## src/zxKeyPkg.sv

```systemverilog
// ~~~~~~~~~~~~~~~~~~~~~~~~~~~~~~~~~~~~~~~~~~~~~~~~~~~~~~~~~~~~
// ZX keyboard shared definitions: slot map, matrix geometry,
// scan codes and the event, hotkey and key-state types
// ~~~~~~~~~~~~~~~~~~~~~~~~~~~~~~~~~~~~~~~~~~~~~~~~~~~~~~~~~~~~
`default_nettype none

package zxKeyPkg;

	localparam int NumRows     = 8;   // Spectrum half-rows
	localparam int RowWidth    = 5;   // Keys per half-row
	localparam int RowAddrBase = 8;   // Address bit of row 0
	localparam int AddrWidth   = 16;

	localparam int NumSlots  = 104;  // Slot 0 unused
	localparam int SlotWidth = $clog2(NumSlots);

	typedef logic [NumSlots-1:0] keyState_t;  // One pressed bit per slot

	typedef struct packed {
		logic       keyDown;   // Press flag
		logic       extended;  // E0-prefixed code
		logic [7:0] code;
	} ps2Event_t;

	typedef struct packed {
		logic [10:0] fn;   // F11 down to F1
		logic [2:0]  mod;  // Ctrl, alt, shift
	} hotkeys_t;

	// Key slots, plain keys sit at their own scan code
	localparam logic [SlotWidth-1:0]
		SlotF9  = 7'h01, SlotF5   = 7'h03, SlotF3 = 7'h04, SlotF1 = 7'h05, SlotF2 = 7'h06,
		SlotF10 = 7'h09, SlotF8   = 7'h0A, SlotF6 = 7'h0B, SlotF4 = 7'h0C, SlotTab = 7'h0D,
		SlotVrtUnderscore = 7'h0F,
		SlotF7  = 7'h10, SlotLAlt = 7'h11, SlotLShift = 7'h12, SlotNum6 = 7'h13,
		SlotLCtrl = 7'h14, SlotQ = 7'h15, Slot1 = 7'h16, SlotVrtPlus = 7'h17,
		SlotF11 = 7'h18, SlotEsc  = 7'h19, SlotZ = 7'h1A, SlotS = 7'h1B, SlotA = 7'h1C,
		SlotW   = 7'h1D, Slot2    = 7'h1E, SlotVrtColon = 7'h1F,
		SlotNumStar = 7'h20, SlotC = 7'h21, SlotX = 7'h22, SlotD = 7'h23, SlotE = 7'h24,
		Slot4   = 7'h25, Slot3    = 7'h26, SlotVrtQuote = 7'h27, SlotNum2 = 7'h28,
		SlotSpace = 7'h29, SlotV  = 7'h2A, SlotF = 7'h2B, SlotT = 7'h2C, SlotR = 7'h2D,
		Slot5   = 7'h2E, SlotVrtLess = 7'h2F,
		SlotNumPlus = 7'h30, SlotN = 7'h31, SlotB = 7'h32, SlotH = 7'h33, SlotG = 7'h34,
		SlotY   = 7'h35, Slot6    = 7'h36, SlotVrtGreater = 7'h37, SlotRCtrl = 7'h38,
		SlotNum8 = 7'h39, SlotM   = 7'h3A, SlotJ = 7'h3B, SlotU = 7'h3C, Slot7 = 7'h3D,
		Slot8   = 7'h3E, SlotVrtQuestion = 7'h3F,
		SlotComma = 7'h41, SlotK  = 7'h42, SlotI = 7'h43, SlotO = 7'h44, Slot0 = 7'h45,
		Slot9   = 7'h46, SlotPeriod = 7'h49, SlotSlash = 7'h4A, SlotL = 7'h4B,
		SlotSemicolon = 7'h4C, SlotP = 7'h4D, SlotMinus = 7'h4E,
		SlotNumMinus = 7'h50, SlotQuote = 7'h52, SlotNum4 = 7'h53, SlotEquals = 7'h55,
		SlotRAlt = 7'h56, SlotCapsLock = 7'h58, SlotRShift = 7'h59, SlotEnter = 7'h5A,
		SlotHome = 7'h5C, SlotPgUp = 7'h5E, SlotPgDn = 7'h5F,
		SlotNumSlash = 7'h60, SlotLeft = 7'h61, SlotDown = 7'h62, SlotUp = 7'h63,
		SlotRight = 7'h64, SlotNumEnter = 7'h65, SlotBackspace = 7'h66, SlotEnd = 7'h67;

	// Scan codes that land away from their own slot
	localparam logic [7:0]
		CodeF7 = 8'h83, CodeF11 = 8'h78, CodeEsc = 8'h76,
		CodeNumPlus = 8'h79, CodeNumMinus = 8'h7B, CodeNumStar = 8'h7C,
		CodeAlt = 8'h11, CodeCtrl = 8'h14, CodeEnter = 8'h5A,  // Split on extended
		CodeLeft = 8'h6B, CodeDown = 8'h72, CodeUp = 8'h75, CodeRight = 8'h74,
		CodeEnd = 8'h69, CodeHome = 8'h6C, CodePgUp = 8'h7D, CodePgDn = 8'h7A,
		CodeMinus = 8'h4E, CodeEquals = 8'h55, CodeSemicolon = 8'h4C,
		CodeQuote = 8'h52, CodeComma = 8'h41, CodePeriod = 8'h49,
		CodeSlash = 8'h4A;  // Numpad / when extended

endpackage

`default_nettype wire

```

## src/ps2EventCapture.sv

```systemverilog
// ~~~~~~~~~~~~~~~~~~~~~~~~~~~~~~~~~~~~~~~~~~~~~~~~~~~~~~~~~~~~
// PS/2 event capture: turns a toggle of the strobe bit into
// a one-cycle strobe with a registered key event
// ~~~~~~~~~~~~~~~~~~~~~~~~~~~~~~~~~~~~~~~~~~~~~~~~~~~~~~~~~~~~
`default_nettype none

module ps2EventCapture (
	input  wire logic          clk_sys,
	input  wire logic          rstN,
	input  wire logic [10:0]   ps2Key,    // Toggle, press, extended, code
	output logic               strobe,    // One cycle per event
	output zxKeyPkg::ps2Event_t keyEvent
);

	logic toggleLast;  // Last seen toggle bit
	logic toggled;     // New event this cycle

	assign toggled = ps2Key[10] != toggleLast;

	always_ff @(posedge clk_sys) begin
		toggleLast <= ps2Key[10];  // Follows in reset too, no false event on exit
		if (!rstN) begin
			strobe <= 1'b0;
		end else begin
			strobe <= toggled;
		end
	end

	// Event payload, only meaningful with strobe
	always_ff @(posedge clk_sys) begin
		if (toggled) begin
			keyEvent <= zxKeyPkg::ps2Event_t'(ps2Key[9:0]);
		end
	end

endmodule

`default_nettype wire

```

## src/keyStateTracker.sv

```systemverilog
// ~~~~~~~~~~~~~~~~~~~~~~~~~~~~~~~~~~~~~~~~~~~~~~~~~~~~~~~~~~~~
// Key state tracker: keeps the pressed bit of every key slot
// and latches Shift into the symbol slots at press time
// ~~~~~~~~~~~~~~~~~~~~~~~~~~~~~~~~~~~~~~~~~~~~~~~~~~~~~~~~~~~~
`default_nettype none

module keyStateTracker (
	input  wire logic                clk_sys,
	input  wire logic                rstN,
	input  wire logic                strobe,
	input  wire zxKeyPkg::ps2Event_t keyEvent,
	output zxKeyPkg::keyState_t      state,
	output zxKeyPkg::hotkeys_t       hotkeys
);

	logic                            hit;        // Event maps to some slot
	logic                            isSymbol;   // Shift-latched symbol key
	logic [zxKeyPkg::SlotWidth-1:0]  slotPlain;  // Direct or unshifted slot
	logic [zxKeyPkg::SlotWidth-1:0]  slotVrt;    // Shifted virtual slot
	logic                            shiftHeld;
	logic                            altHeld;
	logic                            ctrlHeld;

	assign shiftHeld = state[zxKeyPkg::SlotLShift] | state[zxKeyPkg::SlotRShift];
	assign altHeld   = state[zxKeyPkg::SlotLAlt] | state[zxKeyPkg::SlotRAlt];
	assign ctrlHeld  = state[zxKeyPkg::SlotLCtrl] | state[zxKeyPkg::SlotRCtrl];

	// Scan code to slot decode
	always_comb begin
		hit       = 1'b1;
		isSymbol  = 1'b0;
		slotPlain = keyEvent.code[zxKeyPkg::SlotWidth-1:0];  // Plain keys keep their code
		slotVrt   = '0;
		case (keyEvent.code)
			zxKeyPkg::SlotF1, zxKeyPkg::SlotF2, zxKeyPkg::SlotF3, zxKeyPkg::SlotF4,
			zxKeyPkg::SlotF5, zxKeyPkg::SlotF6, zxKeyPkg::SlotF8, zxKeyPkg::SlotF9,
			zxKeyPkg::SlotF10, zxKeyPkg::SlotTab, zxKeyPkg::SlotCapsLock,
			zxKeyPkg::SlotBackspace, zxKeyPkg::SlotSpace,
			zxKeyPkg::SlotLShift, zxKeyPkg::SlotRShift,
			zxKeyPkg::SlotQ, zxKeyPkg::SlotW, zxKeyPkg::SlotE, zxKeyPkg::SlotR,
			zxKeyPkg::SlotT, zxKeyPkg::SlotY, zxKeyPkg::SlotU, zxKeyPkg::SlotI,
			zxKeyPkg::SlotO, zxKeyPkg::SlotP, zxKeyPkg::SlotA, zxKeyPkg::SlotS,
			zxKeyPkg::SlotD, zxKeyPkg::SlotF, zxKeyPkg::SlotG, zxKeyPkg::SlotH,
			zxKeyPkg::SlotJ, zxKeyPkg::SlotK, zxKeyPkg::SlotL, zxKeyPkg::SlotZ,
			zxKeyPkg::SlotX, zxKeyPkg::SlotC, zxKeyPkg::SlotV, zxKeyPkg::SlotB,
			zxKeyPkg::SlotN, zxKeyPkg::SlotM, zxKeyPkg::Slot0, zxKeyPkg::Slot1,
			zxKeyPkg::Slot2, zxKeyPkg::Slot3, zxKeyPkg::Slot4, zxKeyPkg::Slot5,
			zxKeyPkg::Slot6, zxKeyPkg::Slot7, zxKeyPkg::Slot8, zxKeyPkg::Slot9: ;

			// Codes above the slot range go to spare slots
			zxKeyPkg::CodeF7:       slotPlain = zxKeyPkg::SlotF7;
			zxKeyPkg::CodeF11:      slotPlain = zxKeyPkg::SlotF11;
			zxKeyPkg::CodeEsc:      slotPlain = zxKeyPkg::SlotEsc;
			zxKeyPkg::CodeNumPlus:  slotPlain = zxKeyPkg::SlotNumPlus;
			zxKeyPkg::CodeNumMinus: slotPlain = zxKeyPkg::SlotNumMinus;
			zxKeyPkg::CodeNumStar:  slotPlain = zxKeyPkg::SlotNumStar;

			// Right-hand or cursor twin on the extended flag
			zxKeyPkg::CodeAlt:
				slotPlain = keyEvent.extended ? zxKeyPkg::SlotRAlt : zxKeyPkg::SlotLAlt;
			zxKeyPkg::CodeCtrl:
				slotPlain = keyEvent.extended ? zxKeyPkg::SlotRCtrl : zxKeyPkg::SlotLCtrl;
			zxKeyPkg::CodeEnter:
				slotPlain = keyEvent.extended ? zxKeyPkg::SlotNumEnter : zxKeyPkg::SlotEnter;
			zxKeyPkg::CodeLeft:
				slotPlain = keyEvent.extended ? zxKeyPkg::SlotLeft : zxKeyPkg::SlotNum4;
			zxKeyPkg::CodeDown:
				slotPlain = keyEvent.extended ? zxKeyPkg::SlotDown : zxKeyPkg::SlotNum2;
			zxKeyPkg::CodeUp:
				slotPlain = keyEvent.extended ? zxKeyPkg::SlotUp : zxKeyPkg::SlotNum8;
			zxKeyPkg::CodeRight:
				slotPlain = keyEvent.extended ? zxKeyPkg::SlotRight : zxKeyPkg::SlotNum6;

			// Numpad versions left alone so the keypad cursors stay clean
			zxKeyPkg::CodeHome: begin
				hit       = keyEvent.extended;
				slotPlain = zxKeyPkg::SlotHome;
			end
			zxKeyPkg::CodeEnd: begin
				hit       = keyEvent.extended;
				slotPlain = zxKeyPkg::SlotEnd;
			end
			zxKeyPkg::CodePgUp: begin
				hit       = keyEvent.extended;
				slotPlain = zxKeyPkg::SlotPgUp;
			end
			zxKeyPkg::CodePgDn: begin
				hit       = keyEvent.extended;
				slotPlain = zxKeyPkg::SlotPgDn;
			end

			// Symbol keys, plain slot plus shifted virtual slot
			zxKeyPkg::CodeMinus: begin
				isSymbol = 1'b1;
				slotVrt  = zxKeyPkg::SlotVrtUnderscore;
			end
			zxKeyPkg::CodeEquals: begin
				isSymbol = 1'b1;
				slotVrt  = zxKeyPkg::SlotVrtPlus;
			end
			zxKeyPkg::CodeSemicolon: begin
				isSymbol = 1'b1;
				slotVrt  = zxKeyPkg::SlotVrtColon;
			end
			zxKeyPkg::CodeQuote: begin
				isSymbol = 1'b1;
				slotVrt  = zxKeyPkg::SlotVrtQuote;
			end
			zxKeyPkg::CodeComma: begin
				isSymbol = 1'b1;
				slotVrt  = zxKeyPkg::SlotVrtLess;
			end
			zxKeyPkg::CodePeriod: begin
				isSymbol = 1'b1;
				slotVrt  = zxKeyPkg::SlotVrtGreater;
			end
			zxKeyPkg::CodeSlash: begin
				if (keyEvent.extended) begin
					slotPlain = zxKeyPkg::SlotNumSlash;  // Numpad / is a plain SYMBOL key
				end else begin
					isSymbol = 1'b1;
					slotVrt  = zxKeyPkg::SlotVrtQuestion;
				end
			end
			default: hit = 1'b0;
		endcase
	end

	always_ff @(posedge clk_sys) begin
		if (!rstN) begin
			state <= '0;
		end else if (strobe && hit) begin
			if (!isSymbol) begin
				state[slotPlain] <= keyEvent.keyDown;
			end else if (keyEvent.keyDown) begin
				state[shiftHeld ? slotVrt : slotPlain] <= 1'b1;  // Shift latched at press
			end else begin
				state[slotPlain] <= 1'b0;  // Release drops either meaning
				state[slotVrt]   <= 1'b0;
			end
		end
	end

	assign hotkeys.fn = {state[zxKeyPkg::SlotF11], state[zxKeyPkg::SlotF10],
		state[zxKeyPkg::SlotF9], state[zxKeyPkg::SlotF8], state[zxKeyPkg::SlotF7],
		state[zxKeyPkg::SlotF6], state[zxKeyPkg::SlotF5], state[zxKeyPkg::SlotF4],
		state[zxKeyPkg::SlotF3], state[zxKeyPkg::SlotF2], state[zxKeyPkg::SlotF1]};
	assign hotkeys.mod = {ctrlHeld, altHeld, shiftHeld};

endmodule

`default_nettype wire

```

## src/spectrumMatrix.sv

```systemverilog
// ~~~~~~~~~~~~~~~~~~~~~~~~~~~~~~~~~~~~~~~~~~~~~~~~~~~~~~~~~~~~
// Spectrum matrix: eight active-low half-rows from key state,
// merged for every row whose address line is low
// ~~~~~~~~~~~~~~~~~~~~~~~~~~~~~~~~~~~~~~~~~~~~~~~~~~~~~~~~~~~~
`default_nettype none

module spectrumMatrix (
	input  wire zxKeyPkg::keyState_t            state,
	input  wire logic [zxKeyPkg::AddrWidth-1:0] addr,
	output logic [zxKeyPkg::RowWidth-1:0]       keyData  // Active low
);

	logic [zxKeyPkg::NumRows-1:0][zxKeyPkg::RowWidth-1:0] rows;
	logic shiftAny;
	logic ctrlAny;
	logic capsAny;  // Keys wired to CAPS SHIFT
	logic symAny;   // Keys wired to SYMBOL SHIFT

	assign shiftAny = state[zxKeyPkg::SlotLShift] | state[zxKeyPkg::SlotRShift];
	assign ctrlAny  = state[zxKeyPkg::SlotLCtrl] | state[zxKeyPkg::SlotRCtrl];

	assign capsAny = state[zxKeyPkg::SlotNum6] | state[zxKeyPkg::SlotNum8]
		| state[zxKeyPkg::SlotNum2] | state[zxKeyPkg::SlotNum4] | state[zxKeyPkg::SlotTab]
		| state[zxKeyPkg::SlotEsc] | state[zxKeyPkg::SlotEnd] | state[zxKeyPkg::SlotRight]
		| state[zxKeyPkg::SlotUp] | state[zxKeyPkg::SlotDown] | state[zxKeyPkg::SlotLeft]
		| state[zxKeyPkg::SlotPgDn] | state[zxKeyPkg::SlotPgUp]
		| state[zxKeyPkg::SlotCapsLock] | state[zxKeyPkg::SlotHome]
		| state[zxKeyPkg::SlotBackspace];

	assign symAny = state[zxKeyPkg::SlotSlash] | state[zxKeyPkg::SlotPeriod]
		| state[zxKeyPkg::SlotComma] | state[zxKeyPkg::SlotQuote]
		| state[zxKeyPkg::SlotSemicolon] | state[zxKeyPkg::SlotEquals]
		| state[zxKeyPkg::SlotMinus] | state[zxKeyPkg::SlotNumPlus]
		| state[zxKeyPkg::SlotNumMinus] | state[zxKeyPkg::SlotNumStar]
		| state[zxKeyPkg::SlotNumSlash] | state[zxKeyPkg::SlotVrtQuestion]
		| state[zxKeyPkg::SlotVrtGreater] | state[zxKeyPkg::SlotVrtLess]
		| state[zxKeyPkg::SlotVrtQuote] | state[zxKeyPkg::SlotVrtColon]
		| state[zxKeyPkg::SlotVrtPlus] | state[zxKeyPkg::SlotVrtUnderscore];

	// CAPS SHIFT is suppressed while a symbol is held, so Shift+, reads as SS+R
	assign rows[0][0] = ~((shiftAny | capsAny) & ~symAny);
	assign rows[0][1] = ~(state[zxKeyPkg::SlotZ] | state[zxKeyPkg::SlotVrtColon]);
	assign rows[0][2] = ~state[zxKeyPkg::SlotX];
	assign rows[0][3] = ~(state[zxKeyPkg::SlotC] | state[zxKeyPkg::SlotVrtQuestion]);
	assign rows[0][4] = ~(state[zxKeyPkg::SlotV] | state[zxKeyPkg::SlotSlash]
		| state[zxKeyPkg::SlotNumSlash]);

	assign rows[1] = ~{state[zxKeyPkg::SlotG], state[zxKeyPkg::SlotF],
		state[zxKeyPkg::SlotD], state[zxKeyPkg::SlotS], state[zxKeyPkg::SlotA]};

	assign rows[2][0] = ~state[zxKeyPkg::SlotQ];
	assign rows[2][1] = ~state[zxKeyPkg::SlotW];
	assign rows[2][2] = ~state[zxKeyPkg::SlotE];
	assign rows[2][3] = ~(state[zxKeyPkg::SlotR] | state[zxKeyPkg::SlotVrtLess]);     // <
	assign rows[2][4] = ~(state[zxKeyPkg::SlotT] | state[zxKeyPkg::SlotVrtGreater]);  // >

	assign rows[3][0] = ~(state[zxKeyPkg::Slot1] | state[zxKeyPkg::SlotHome]);      // EDIT
	assign rows[3][1] = ~(state[zxKeyPkg::Slot2] | state[zxKeyPkg::SlotCapsLock]);
	assign rows[3][2] = ~(state[zxKeyPkg::Slot3] | state[zxKeyPkg::SlotPgUp]);      // TRUE VIDEO
	assign rows[3][3] = ~(state[zxKeyPkg::Slot4] | state[zxKeyPkg::SlotPgDn]);      // INV VIDEO
	assign rows[3][4] = ~(state[zxKeyPkg::Slot5] | state[zxKeyPkg::SlotLeft]
		| state[zxKeyPkg::SlotNum4]);

	assign rows[4][0] = ~(state[zxKeyPkg::Slot0] | state[zxKeyPkg::SlotVrtUnderscore]
		| state[zxKeyPkg::SlotBackspace]);  // DELETE
	assign rows[4][1] = ~(state[zxKeyPkg::Slot9] | state[zxKeyPkg::SlotEnd]);       // GRAPH
	assign rows[4][2] = ~(state[zxKeyPkg::Slot8] | state[zxKeyPkg::SlotRight]
		| state[zxKeyPkg::SlotNum6]);
	assign rows[4][3] = ~(state[zxKeyPkg::Slot7] | state[zxKeyPkg::SlotUp]
		| state[zxKeyPkg::SlotNum8] | state[zxKeyPkg::SlotQuote]);
	assign rows[4][4] = ~(state[zxKeyPkg::Slot6] | state[zxKeyPkg::SlotDown]
		| state[zxKeyPkg::SlotNum2]);

	assign rows[5][0] = ~(state[zxKeyPkg::SlotP] | state[zxKeyPkg::SlotVrtQuote]);  // Double quote
	assign rows[5][1] = ~(state[zxKeyPkg::SlotO] | state[zxKeyPkg::SlotSemicolon]);
	assign rows[5][2] = ~state[zxKeyPkg::SlotI];
	assign rows[5][3] = ~state[zxKeyPkg::SlotU];
	assign rows[5][4] = ~state[zxKeyPkg::SlotY];

	assign rows[6][0] = ~(state[zxKeyPkg::SlotEnter] | state[zxKeyPkg::SlotNumEnter]);
	assign rows[6][1] = ~(state[zxKeyPkg::SlotL] | state[zxKeyPkg::SlotEquals]);
	assign rows[6][2] = ~(state[zxKeyPkg::SlotK] | state[zxKeyPkg::SlotVrtPlus]
		| state[zxKeyPkg::SlotNumPlus]);
	assign rows[6][3] = ~(state[zxKeyPkg::SlotJ] | state[zxKeyPkg::SlotMinus]
		| state[zxKeyPkg::SlotNumMinus]);
	assign rows[6][4] = ~state[zxKeyPkg::SlotH];

	assign rows[7][0] = ~(state[zxKeyPkg::SlotSpace] | state[zxKeyPkg::SlotEsc]);  // BREAK
	assign rows[7][1] = ~(ctrlAny | symAny | state[zxKeyPkg::SlotTab]);  // Tab is EXTEND MODE
	assign rows[7][2] = ~(state[zxKeyPkg::SlotM] | state[zxKeyPkg::SlotPeriod]);
	assign rows[7][3] = ~(state[zxKeyPkg::SlotN] | state[zxKeyPkg::SlotComma]);
	assign rows[7][4] = ~(state[zxKeyPkg::SlotB] | state[zxKeyPkg::SlotNumStar]);

	// Every selected row pulls its keys low
	always_comb begin
		keyData = '1;
		for (int r = 0; r < zxKeyPkg::NumRows; r++) begin
			if (!addr[zxKeyPkg::RowAddrBase + r]) begin
				keyData = keyData & rows[r];
			end
		end
	end

endmodule

`default_nettype wire

```

## src/zxKeyboard.sv

```systemverilog
// ~~~~~~~~~~~~~~~~~~~~~~~~~~~~~~~~~~~~~~~~~~~~~~~~~~~~~~~~~~~~
// ZX keyboard top: PS/2 events in, Spectrum rows and hotkeys out
// ~~~~~~~~~~~~~~~~~~~~~~~~~~~~~~~~~~~~~~~~~~~~~~~~~~~~~~~~~~~~
`default_nettype none

module zxKeyboard (
	input  wire logic                           clk_sys,
	input  wire logic                           rstN,
	input  wire logic [10:0]                    ps2Key,
	input  wire logic [zxKeyPkg::AddrWidth-1:0] addr,
	output logic [zxKeyPkg::RowWidth-1:0]       keyData,  // Active low
	output zxKeyPkg::hotkeys_t                  hotkeys
);

	logic                strobe;
	zxKeyPkg::ps2Event_t keyEvent;
	zxKeyPkg::keyState_t keyState;

	ps2EventCapture uCapture (
		.clk_sys  (clk_sys),
		.rstN     (rstN),
		.ps2Key   (ps2Key),
		.strobe   (strobe),
		.keyEvent (keyEvent)
	);

	keyStateTracker uTracker (
		.clk_sys  (clk_sys),
		.rstN     (rstN),
		.strobe   (strobe),
		.keyEvent (keyEvent),
		.state    (keyState),
		.hotkeys  (hotkeys)
	);

	// Combinational, follows addr in the same cycle
	spectrumMatrix uMatrix (
		.state   (keyState),
		.addr    (addr),
		.keyData (keyData)
	);

endmodule

`default_nettype wire

```

## config.mk

```make
export PLATFORM = sky130hd
export DESIGN_NAME = zxKeyboard
export DESIGN_NICKNAME = d
export VERILOG_FILES = /design/src/zxKeyPkg.sv /design/src/ps2EventCapture.sv /design/src/keyStateTracker.sv /design/src/spectrumMatrix.sv /design/src/zxKeyboard.sv
export SDC_FILE = /design/constraint.sdc
export NUM_CORES = 1
export LEC_CHECK = 0
export BUFFER_PORTS_ARGS = -buffer_cell sky130_fd_sc_hd__buf_2
export CORE_ASPECT_RATIO = 0.9
export CORE_MARGIN = 2
export CORE_UTILIZATION = 45
export CTS_CLUSTER_SIZE = 16
export DETAILED_ROUTE_END_ITERATION = 7
export GPL_ROUTABILITY_DRIVEN = 0
export GPL_TIMING_DRIVEN = 0
export SLEW_MARGIN = 40
export SYNTH_ARGS = -nofsm -noshare
export SYNTH_HDL_FRONTEND = slang
export SYNTH_SLANG_ARGS = --single-unit
```

## constraint.sdc

```tcl
create_clock -name clk_sys -period 4 [get_ports clk_sys]
set_input_delay 0.2 -clock clk_sys [delete_from_list [all_inputs] [get_ports clk_sys]]
set_output_delay 0.2 -clock clk_sys [all_outputs]
set_load 0.005 [all_outputs]
```

==> results summary, run 1 <==
The number of I/O pins came out at 48. After layout, the minimum clock period comes to roughly 3.9 ns. The routed layout has a little under 7000 vias. The die boundary width came out at between 100 and 150 µm. Of the available clock period, the critical path in the final layout requires 97.30%. The number of nets in the layout came out at 850.

The ratio of routed vias to standard cells came out at ~7. The aggregate global-route resource usage is approximately a third. The pin count of the biggest net entering global routing came out at 17. In this run the vertical extent of the chip is about 120 µm.

The number of buffers inserted by post-CTS setup repair came out at 0. For this run, the top clock speed supported by timing is ~0.26 GHz. The initial antenna violation count is 0. Among all stages on the critical path, the largest delay is contributed by a311oi_1. The number of DRC violations after detailed routing came out at 0. For this configuration, the core starts out at a cell density of 46.24%. The worst setup path is launched from a register. The wire length reported by the detailed router is roughly 24000 µm. STA classifies the critical path endpoint as a register. The first detailed-routing pass ran for 6 iterations.

The clock insertion delay at the later pin of the skew report is 0.36 ns. The worst reg2reg path depth is 10. The count of endpoints failing hold in the final timing report came out at 0. The die footprint is 14680 µm². The average instance in the mapped netlist occupies about 8.0 µm². For this block, the initial DRC count from the detailed router was roughly 1000. The root buffer cell is clkbuf_16. The leakage power came out at approximately 2.5 nW. The instance count of the mapped netlist is between 700 and 800. The clock sink count came out at approximately 100.

The path class of the lowest-slack min-delay path is input port to register. The clock edge transition at the registers on the reported setup and hold paths came out at 0.07 ns. The highest net fanout along the worst path came out at 10. The worst setup slack before clock tree synthesis came out at -0.1542 ns. Tracing the worst setup path back leads to its startpoint at uCapture.keyEvent[7]$_DFFE_PP_. The number of nets produced by synthesis is ~800.

The region available for standard cell placement spans ~13000 µm². The maximum buffer depth of the clock tree is 2. The number of stages on the worst setup path came out at 10. For the final routed database, the setup TNS stands at 0 ns. The first global-routing pass estimated roughly 37000 µm of wire. The final antenna diode count is 0. The delay of the slowest cell on the worst path came out at roughly 0.47 ns.

The layout overhead on the synthesized area is 13.28%. The remaining antenna violation count after routing came out at 0. The number of warnings issued by yosys is 0.

For this design the ratio of total power to cell area is between 300 and 400 nW/µm². The peak ir drop on the vdd network came out at between 0.3 and 0.4 mV. The total design power came out at 0.002371 W. Setup violations remaining at the end of the flow were counted as 0.

The wire length per cell is between 20 and 25 µm. Setup repair after global routing left no endpoint under its margin. The register-to-register setup slack came out at about 0.11 ns.

The worst register-to-register path ends at uTracker.state[3]$_SDFFE_PN0P_. Measured against its own limit, the worst slew margin works out to around 40%. The H-tree was split into 3 levels. The area of the mapped netlist is slightly above 6000 µm².

In this run the critical register-to-register path is launched from uCapture.keyEvent[7]$_DFFE_PP_. The number of rows in the core area came out at 40. Sequential elements use about a third of the synthesized area. TritonCTS built the clock tree. The flop and latch count out of synthesis came out at ~100. For this run, asynchronously set or reset flops after synthesis account for 0%. The worst path required time is ~4.3 ns.

Walking the worst path, the cells encountered are clkbuf_2, nand3b_1, a211o_1, a311oi_1, a21oi_1, o211ai_1, buf_2, nor3b_1, nand2_1, o221a_2. The number of buffers inserted by port buffering came out at 38. The overflow left after global routing came out at 0.

Setup slack on the critical path of the routed design comes to about 0.11 ns. The distinct cell type count after synthesis came out at a little under 80. Among all flip-flop cells after synthesis, the most frequent one is dfxtp_1. The max-cap check violation count came out at 0. The category of the most critical setup path is register to register. The cell family contributing the most delay on the critical path is compound AO/OA/AOI/OAI gates.

Counting flops with a built-in enable in the synthesized netlist gives 10. The number of buffers created by CTS came out at 9. Data on the critical path arrives at its endpoint at about 4.2 ns. The slew at the pin closest to its max-slew limit came out at about 0.88 ns.

The most critical setup path has its endpoint at uTracker.state[3]$_SDFFE_PN0P_. The flow ran to the end, and the final reports show no timing, DRC or antenna violations. The HPWL reported at the end of detailed placement came out at 18000 µm. The max-slew violation total from the final report was 0.

The layout cell share with drive strength beyond 1 is between 20 and 25%. The number of global-route vias before repair is about 6300. The buffer and inverter count on the worst path came out at 2. For the final database, setup skew stands at roughly 0.0077 ns.
==> worst min-delay path by stage <==
stage                          start                        endpoint  slack (ns)  cells after the start
after floorplan           ps2Key[10]     uCapture.toggleLast$_DFF_P_        0.23                      0
after global placement    ps2Key[10]     uCapture.toggleLast$_DFF_P_        0.33                      1
after detailed placement  ps2Key[10]     uCapture.toggleLast$_DFF_P_        0.33                      1
after CTS                  ps2Key[7]  uCapture.keyEvent[7]$_DFFE_PP_       0.002                      1
after global routing       ps2Key[5]  uCapture.keyEvent[5]$_DFFE_PP_       0.009                      1
final                      ps2Key[7]  uCapture.keyEvent[7]$_DFFE_PP_        0.01                      1
==> metal layers <==
layer	track usage, %	up-vias	wire, µm
li1	-	3037	-
met1	47.93	3200	10280
met2	47.52	523	9726
met3	8.748	74	3175
met4	11.72	0	722
met5	0	-	0
==> per-stage QoR <==
step           utilization, %  cells  instance area [µm²]  hold WS [ns]
2_1_floorplan               -    768                 6178        0.2277
3_3_place_gp            49.23    974                 6579        0.3261
3_5_place_dp            49.34    974                 6594        0.3296
4_1_cts                 51.76    993                 6917      0.001583
5_1_grt                 52.38    994                 6999      0.009015
6_report                52.38    994                 6999       0.01286
==> cell usage after synthesis (4+ instances only) <==
cell,instances,area (µm²)
a211oi_1,20,150.1
a21boi_0,5,37.54
a21oi_1,50,250.2
a311oi_1,4,35.03
a31oi_1,22,137.6
and3_1,7,43.79
buf_2,15,75.07
buf_4,14,105.1
clkbuf_1,37,138.9
dfxtp_1,92,1842
edfxtp_1,10,300.3
inv_1,15,56.30
nand2_1,45,168.9
nand2b_1,15,93.84
nand3_1,23,115.1
nand4_1,6,37.54
nor2_1,106,397.9
nor2b_1,7,43.79
nor3_1,35,175.2
nor3b_1,6,45.04
nor4_1,15,93.84
nor4b_1,5,43.79
o211ai_1,9,67.56
o21ai_0,40,200.2
o221a_2,44,495.5
o221ai_1,5,43.79
o22ai_1,11,68.82
o31ai_1,5,37.54
or3_1,11,68.82
or4_1,4,30.03
==> cell type report <==
type                            count  area, µm²
Fill cell                        1286       6364
Multi-Input combinational cell    580       3721
Sequential cell                   102       2142
Buffer                             71      366.6
Clock buffer                       12      246.5
Timing Repair Buffer               42      225.2
Tap cell                          168      210.2
Inverter                           15      56.30
Clock inverter                      4      31.28
==> repair_timing <==
action / CTS / global route
gates resized for setup: 3 / 19
pin swaps: 0 / 1
setup endpoints to repair: 11 / 68
endpoints found under the hold margin: 3 / 0
hold buffers: 3 / 0
==> cell usage in the layout, fill, tap and decap left out, types with 7 or more instances in the layout <==
cell type / n
clkbuf_16: 9
nand2b_1: 15
nand2_1: 44
nor2b_1: 7
a31oi_1: 22
a21oi_1: 50
nor3_2: 7
and3_1: 7
nor4_1: 14
a211oi_1: 20
o21ai_0: 38
dfxtp_1: 92
or3_1: 11
clkbuf_1: 35
o221a_2: 44
o22ai_1: 11
edfxtp_1: 10
o211ai_1: 9
nor3_1: 29
nor2_1: 106
nand3_1: 22
inv_1: 15
buf_4: 14
buf_2: 53
==> where the power goes <==
part           switching (W)  leakage, nW  internal, W
Sequential         0.0000107        0.839      0.00104
Clock               0.000407        0.137     0.000444
Combinational       0.000336         1.50     0.000130
==> worst register-to-register path, cell delays in order, from the launching register on <==
cell      delay [ns]
edfxtp_1        0.42
clkbuf_2        0.24
nand3b_1        0.33
a211o_1         0.32
a311oi_1        0.47
a21oi_1         0.24
o211ai_1        0.16
buf_2           0.23
nor3b_1         0.47
nand2_1         0.46
o221a_2         0.42
==> state kept, by name, summed over array words and instances, names as in the netlist <==
register	flops
uTracker.state	90
uCapture.toggleLast	1
uCapture.strobe	1
uCapture.keyEvent	10
==> logic make-up (layout without fill, tap and decap cells) <==
group                     Yosys count  after routing  share of synthesized area [%]
and+or+nand+nor                   308            308                          25.54
AOI/OAI and AO/OA                 266            266                          32.14
DFF                               102            102                          34.67
buffers and inverters              86            144                          6.743
xor gates and xnor gates            3              3                         0.4254
muxes                               3              3                         0.4860
(Power assumes the default switching activity.)
==> run 2, diff against run 1 <==
--- a/config.mk
+++ b/config.mk
@@ -6,13 +6,15 @@
 export NUM_CORES = 1
 export LEC_CHECK = 0
 export BUFFER_PORTS_ARGS = -buffer_cell sky130_fd_sc_hd__buf_2
-export CORE_ASPECT_RATIO = 0.9
+export CELL_PAD_IN_SITES_DETAIL_PLACEMENT = 1
+export CELL_PAD_IN_SITES_GLOBAL_PLACEMENT = 2
 export CORE_MARGIN = 2
-export CORE_UTILIZATION = 45
+export CORE_UTILIZATION = 36
 export CTS_CLUSTER_SIZE = 16
 export DETAILED_ROUTE_END_ITERATION = 7
 export GPL_ROUTABILITY_DRIVEN = 0
 export GPL_TIMING_DRIVEN = 0
+export PLACE_DENSITY_LB_ADDON = 0.1
 export SLEW_MARGIN = 40
 export SYNTH_ARGS = -nofsm -noshare
 export SYNTH_HDL_FRONTEND = slang
==> constraint.sdc (replaced) <==
create_clock -name clk_sys -period 4.1 [get_ports clk_sys]
set_input_delay 0.205 -clock clk_sys [delete_from_list [all_inputs] [get_ports clk_sys]]
set_output_delay 0.205 -clock clk_sys [all_outputs]
set_load 0.005 [all_outputs]
==> results summary, run 2 (synthesis results as in run 1) <==
The post-layout instance count excluding filler cells came out at 1046. The clock tree from TritonCTS is yes. The number of DRC violations after detailed routing is 0. In this run, placement finished with an instance count of just over 1000. The die boundary width came out at 135.0 µm. The initial cell density of the core came out at about 37%. Traced cell by cell, the critical path runs through clkbuf_1, nand3b_1, nor2_1, a31oi_1, a21boi_0, o211ai_1, buf_4, o32ai_2, nand3_1, a221oi_1, o221a_2. The path class of the tightest hold or removal check is input port to register. The peak ir drop on the vdd network came out at 0.2987 mV. The setup path with the least slack is of type register to register. The critical path data arrival time came out at between 4 and 5 ns. The layout overhead on the synthesized area came out at 14.56%. After layout, the worst path uses ~99% of the clock period. The number of iterations in the first detailed-routing pass came out at 5.

The number of I/O pins came out at between 40 and 50. The worst setup slack before clock tree synthesis came out at -0.2165 ns. Derived from the worst setup path, the maximum achievable clock frequency is 0.2476 GHz. Leaving out fill and tap cells, the most frequent cell in the layout is nor2_1.

The highest net fanout along the worst path came out at 10. The core region is roughly 17000 µm². The largest registers in the layout are uTracker.state x90, uCapture.keyEvent x10. The ratio of routed vias to standard cells is about 6.6. The clock net in this run drives a total of slightly above 100 sinks. The clock edge transition at the registers on the reported setup and hold paths came out at roughly 0.07 ns. The clock reaches the later pin of the worst-skew pair after approximately 0.37 ns. The worst setup path is launched from a register. The aggregate global-route resource usage is 31.17%.

The count of buffers added on input and output ports is 38. The run finished with clean final reports. The delay of the slowest cell on the worst path is roughly 0.49 ns.

The largest individual stage delay along the critical path comes from the cell a221oi_1. For this block, the via count after detailed routing is about 7000. At the end of the flow, the number of nets in the layout was 850. The wire length per cell came out at ~27 µm. The initial antenna violation count is 0. The final antenna diode count is 0. The maximum buffer depth of the clock tree is 2.

Setup total negative slack on the finished layout was measured at 0 ns. uTracker.state holds more flip-flops than any other register. The count of endpoints failing hold in the final timing report is 0. Entering global routing, the biggest net connects 18 pins.

In this run the vertical extent of the chip is between 100 and 150 µm. After floorplanning, the core was divided into 47 placement rows. The remaining antenna violation count after routing is 0. The final worst setup slack is around 0.061 ns.

The worst path required time is 4.42 ns. The post-route clock skew is around 0.012 ns. The die footprint is about 18000 µm². For this block, the initial DRC count from the detailed router was between 700 and 800. The buffer and inverter count on the worst path came out at 2. The power per cell area is 332.4 nW/µm². Setup repair after global routing could not meet its margin everywhere. The number of global-route vias before repair is a little under 7000. The register with the most flip-flops in the layout has 90 of them. Setup violations remaining at the end of the flow were counted as 0. The cell sitting at the root of the clock tree is a clkbuf_16. Final hold analysis gives a worst-case slack of a little over 0.02 ns.

Broken down by cell family, the worst path's largest delay share belongs to compound AO/OA/AOI/OAI gates. Once detailed placement completed, the half-perimeter wirelength came to about 22000 µm. The type of destination of the critical path is a register. The leakage power is around 2.5 nW. For the pin with the worst max-slew slack, the measured transition is between 0.7 and 0.8 ns.

The number of clock buffers added by TritonCTS is 9. The layout cell share with drive strength beyond 1 came out at between 20% and 30%. Measured against its own limit, the worst slew margin works out to between 40% and 50%. The wire length reported by the detailed router is 27820 µm. The overflow left after global routing is 0. The max-cap check violation count came out at 0.

The max-slew violation total from the final report is 0. In this run the number of H-tree levels came out at 3. Leaving out fill and tap cells, the most frequent cells in the layout are nor2_1, dfxtp_1, buf_2. The first-pass GRT wire length came out at around 43000 µm. The clock period minus final worst setup slack is 4.039 ns.
-- run 2: report_power, final --
group | total, W | internal, W | switching (W)
registers | 0.00103 | 0.00102 | 0.0000110
logic | 0.000474 | 0.000130 | 0.000344
clock network | 0.000849 | 0.000435 | 0.000415
-- run 2: area by class of cell --
type                            instances  area, µm²
Fill cell                            2038       9623
Multi-Input combinational cell        580       3731
Sequential cell                       102       2142
Buffer                                 71      366.6
Tap cell                              220      275.3
Clock buffer                           11      242.7
Timing Repair Buffer                   42      222.7
Inverter                               15      56.30
Clock inverter                          5      41.29
-- run 2: per-layer routing --
metal  global-route usage (%)  vias to the layer above  routed length [µm]
met1                    42.17                     3462               12090
li1                         -                     3035                   -
met4                    10.94                        0                 969
met2                    50.28                      318               12680
met3                    5.293                       61                2077
met5                        0                        -                   0
-- run 2: timing repair --
item / 4_1_cts / 5_1_grt
gates cloned: 0 / 0
resized for setup: 7 / 14
endpoints found under the setup margin: 17 / 56
endpoints found under the hold margin: 1 / 0
hold buffers: 1 / 0
pin swaps: 0 / 2
buffers inserted: 0 / 2
-- run 2: path summary, 6_finish.rpt --
path	from	endpoint	slack, ns	cells after the start
worst max-delay path	uCapture.keyEvent[7]$_DFFE_PP_	uTracker.state[12]$_SDFFE_PN0P_	0.06	11
worst min register to register	uTracker.state[34]$_SDFFE_PN0P_	uTracker.state[34]$_SDFFE_PN0P_	0.47	2
worst max register to register	uCapture.keyEvent[7]$_DFFE_PP_	uTracker.state[12]$_SDFFE_PN0P_	0.06	11
worst min-delay path	ps2Key[3]	uCapture.keyEvent[3]$_DFFE_PP_	0.02	1
-- run 2: through the flow --
stage,cell area (µm²),utilization [%],power (W)
after floorplan,6178,-,0.001331
after global placement,6644,39.78,0.001476
after detailed placement,6689,40.05,0.001495
after CTS,7010,41.98,0.002338
after global routing,7078,42.38,0.002432
final,7078,42.38,0.002353
==> run 3, diff against run 2 <==
--- a/config.mk
+++ b/config.mk
@@ -6,15 +6,12 @@
 export NUM_CORES = 1
 export LEC_CHECK = 0
 export BUFFER_PORTS_ARGS = -buffer_cell sky130_fd_sc_hd__buf_2
-export CELL_PAD_IN_SITES_DETAIL_PLACEMENT = 1
-export CELL_PAD_IN_SITES_GLOBAL_PLACEMENT = 2
 export CORE_MARGIN = 2
-export CORE_UTILIZATION = 36
+export CORE_UTILIZATION = 45
 export CTS_CLUSTER_SIZE = 16
 export DETAILED_ROUTE_END_ITERATION = 7
 export GPL_ROUTABILITY_DRIVEN = 0
 export GPL_TIMING_DRIVEN = 0
-export PLACE_DENSITY_LB_ADDON = 0.1
 export SLEW_MARGIN = 40
 export SYNTH_ARGS = -nofsm -noshare
 export SYNTH_HDL_FRONTEND = slang
==> results summary, run 3 (synthesis results as in run 1) <==
The run finished with clean final reports. The max-slew violation total from the final report came to 0. The pin count of the biggest net entering global routing is 17. The net count of the finished layout is about 850.

The highest attainable clock frequency is between 0.2 and 0.25 GHz. In the final layout, the registers with the most flip-flops are uTracker.state x90, uCapture.keyEvent x10. The number of global-route vias before repair was 6260. The post-route clock skew is 0.005990 ns. The number of iterations in the first detailed-routing pass is 7. Dividing the detail-routed wire length by the instance count gives roughly 24 µm. TritonCTS built the clock tree.

The number of buffers inserted by port buffering is 38. The aggregate global-route resource usage is 32.33%. The number of antenna diodes in the final layout is 0. The number of DRC violations after detailed routing came out at 0. The DRC marker count from the first detailed-route iteration came out at 1131.

The critical path data arrival time came out at about 4.3 ns. The share of the cycle needed by the critical path after routing is 98.69%. The count of endpoints failing hold in the final timing report came out at 0.

The max-cap check violation count is 0. STA classifies the critical path startpoint as a register. The clock insertion delay at the later pin of the skew report is 0.36 ns. The peak ir drop on the vdd network is between 0.2 and 0.3 mV. The worst path required time is approximately 4.4 ns.

The register-to-register setup slack is between 0.05 and 0.06 ns. The register with the most flip-flops is uTracker.state. In this run the worst hold path is classified as input port to register. The number of I/O pins is 48. The placeable core area is roughly 13000 µm². The multi-input combinational cell area came out at 3694 µm².

In this run the static leakage power is around 2.5 nW. The number of rows in the core area is 42. Clock tree synthesis selected as its root buffer the cell clkbuf_16. Buffers added to address setup during post-CTS repair amount to 0. STA classifies the critical path endpoint as a register. The setup TNS came out at 0 ns. The post-placement cell count came out at between 900 and 1000.

TritonCTS created 9 clock buffers. The detailed router placed between 6000 and 7000 vias in this run. The maximum buffer depth of the clock tree is 2. From synthesis to final layout, the design area changed by 12.82%. Dividing total power by cell area gives a power density of approximately 340 nW/µm². The number of setup violations in the final report came out at 0. The fill cell instance count of the final layout is around 1300.

The clock sink count came out at between 100 and 150. For the pin with the worst max-slew slack, the measured transition is about 0.9 ns. The die is between 100 and 150 µm tall.

The worst slew margin relative to its limit came out at 39.19%. Setup repair after global routing could not meet its margin everywhere. The post-layout instance count excluding filler cells is 1000. The category of the most critical setup path is register to register. The layout cell share with drive strength beyond 1 came out at 19.78%.

The register with the most flip-flops in the layout has 90 of them. The depth of the CTS H-tree is 3. Summing all flip-flop and latch instances after layout gives ~2100 µm².

The first-pass GRT wire length is between 30000 and 40000 µm. The HPWL reported at the end of detailed placement came out at between 15000 and 20000 µm. The total design power came out at 0.002335 W. The worst setup slack before clock tree synthesis is about 0.019 ns. The clock period minus final worst setup slack is ~4 ns. The library cell used most frequently in the layout, excluding fill and tap cells, is nor2_1. The initial cell density of the core is 46.29%. The wire length reported by the detailed router is between 20000 and 25000 µm. The initial antenna violation count came to 0. The remaining antenna violation count after routing is 0. The final worst setup slack is 0.05355 ns.

The overflow left after global routing came out at 0. The die boundary width came out at 121.2 µm. Clock-pin slew was measured on the worst setup and hold paths at 0.07 ns. The die footprint came out at ~15000 µm². The library cells used most frequently in the layout, excluding fill and tap cells, are nor2_1, dfxtp_1, buf_2. The highest net fanout along the worst path came out at 10. The ratio of routed vias to standard cells is slightly below 7.
-- run 3: final cells by class --
cell class	instances	share of cell area, %
multi-input cells	580	52.99
clock inverters	6	0.8796
flip-flops and latches	102	30.73
plain buffers	71	5.206
clock buffers	10	3.285
inverters	15	0.8078
repair buffers	40	2.944
well taps	176	3.159
-- run 3: where the power goes --
part | total (W) | internal, W | switching [W]
Clock | 0.000863 | 0.000472 | 0.000391
Sequential | 0.00103 | 0.00102 | 0.00000988
Combinational | 0.000444 | 0.000124 | 0.000320
-- run 3: routing by layer --
metal,wire (µm),global-route usage (%)
met5,0,0
met4,1080,12.50
met3,2754,8.412
met2,10070,48.53
met1,9617,44.43
-- run 3: final timing paths --
path	start	to	cells after the start
max	uCapture.keyEvent[7]$_DFFE_PP_	uTracker.state[5]$_SDFFE_PN0P_	9
min	ps2Key[7]	uCapture.keyEvent[7]$_DFFE_PP_	1
max reg2reg	uCapture.keyEvent[7]$_DFFE_PP_	uTracker.state[5]$_SDFFE_PN0P_	9
min reg2reg	uTracker.state[26]$_SDFFE_PN0P_	uTracker.state[26]$_SDFFE_PN0P_	2
-- run 3: repair_timing --
item,in CTS,in global routing
resized for setup,0,11
endpoints found under the hold margin,1,0
endpoints found under the setup margin,0,31
hold buffers,1,0
-- run 3: through the flow --
stage / hold slack, ns / area, µm² / utilization (%)
2_1_floorplan: 0.2327 / 6178 / -
4_1_cts: 0.01274 / 6929 / 51.91
5_1_grt: 0.01351 / 6970 / 52.22
6_report: 0.01781 / 6970 / 52.22
3_5_place_dp: 0.3520 / 6629 / 49.66
3_3_place_gp: 0.3314 / 6589 / 49.36
-- run 3: worst max-delay path: stages, from the launching register on --
cell and delay, ns:
edfxtp_1 0.42, clkbuf_1 0.27, nand2b_1 0.29, nor4_1 0.64, o22ai_1 0.24, o211a_1 0.18
clkbuf_1 0.25, nor3_2 0.68, nand2_1 0.52, o221a_2 0.44
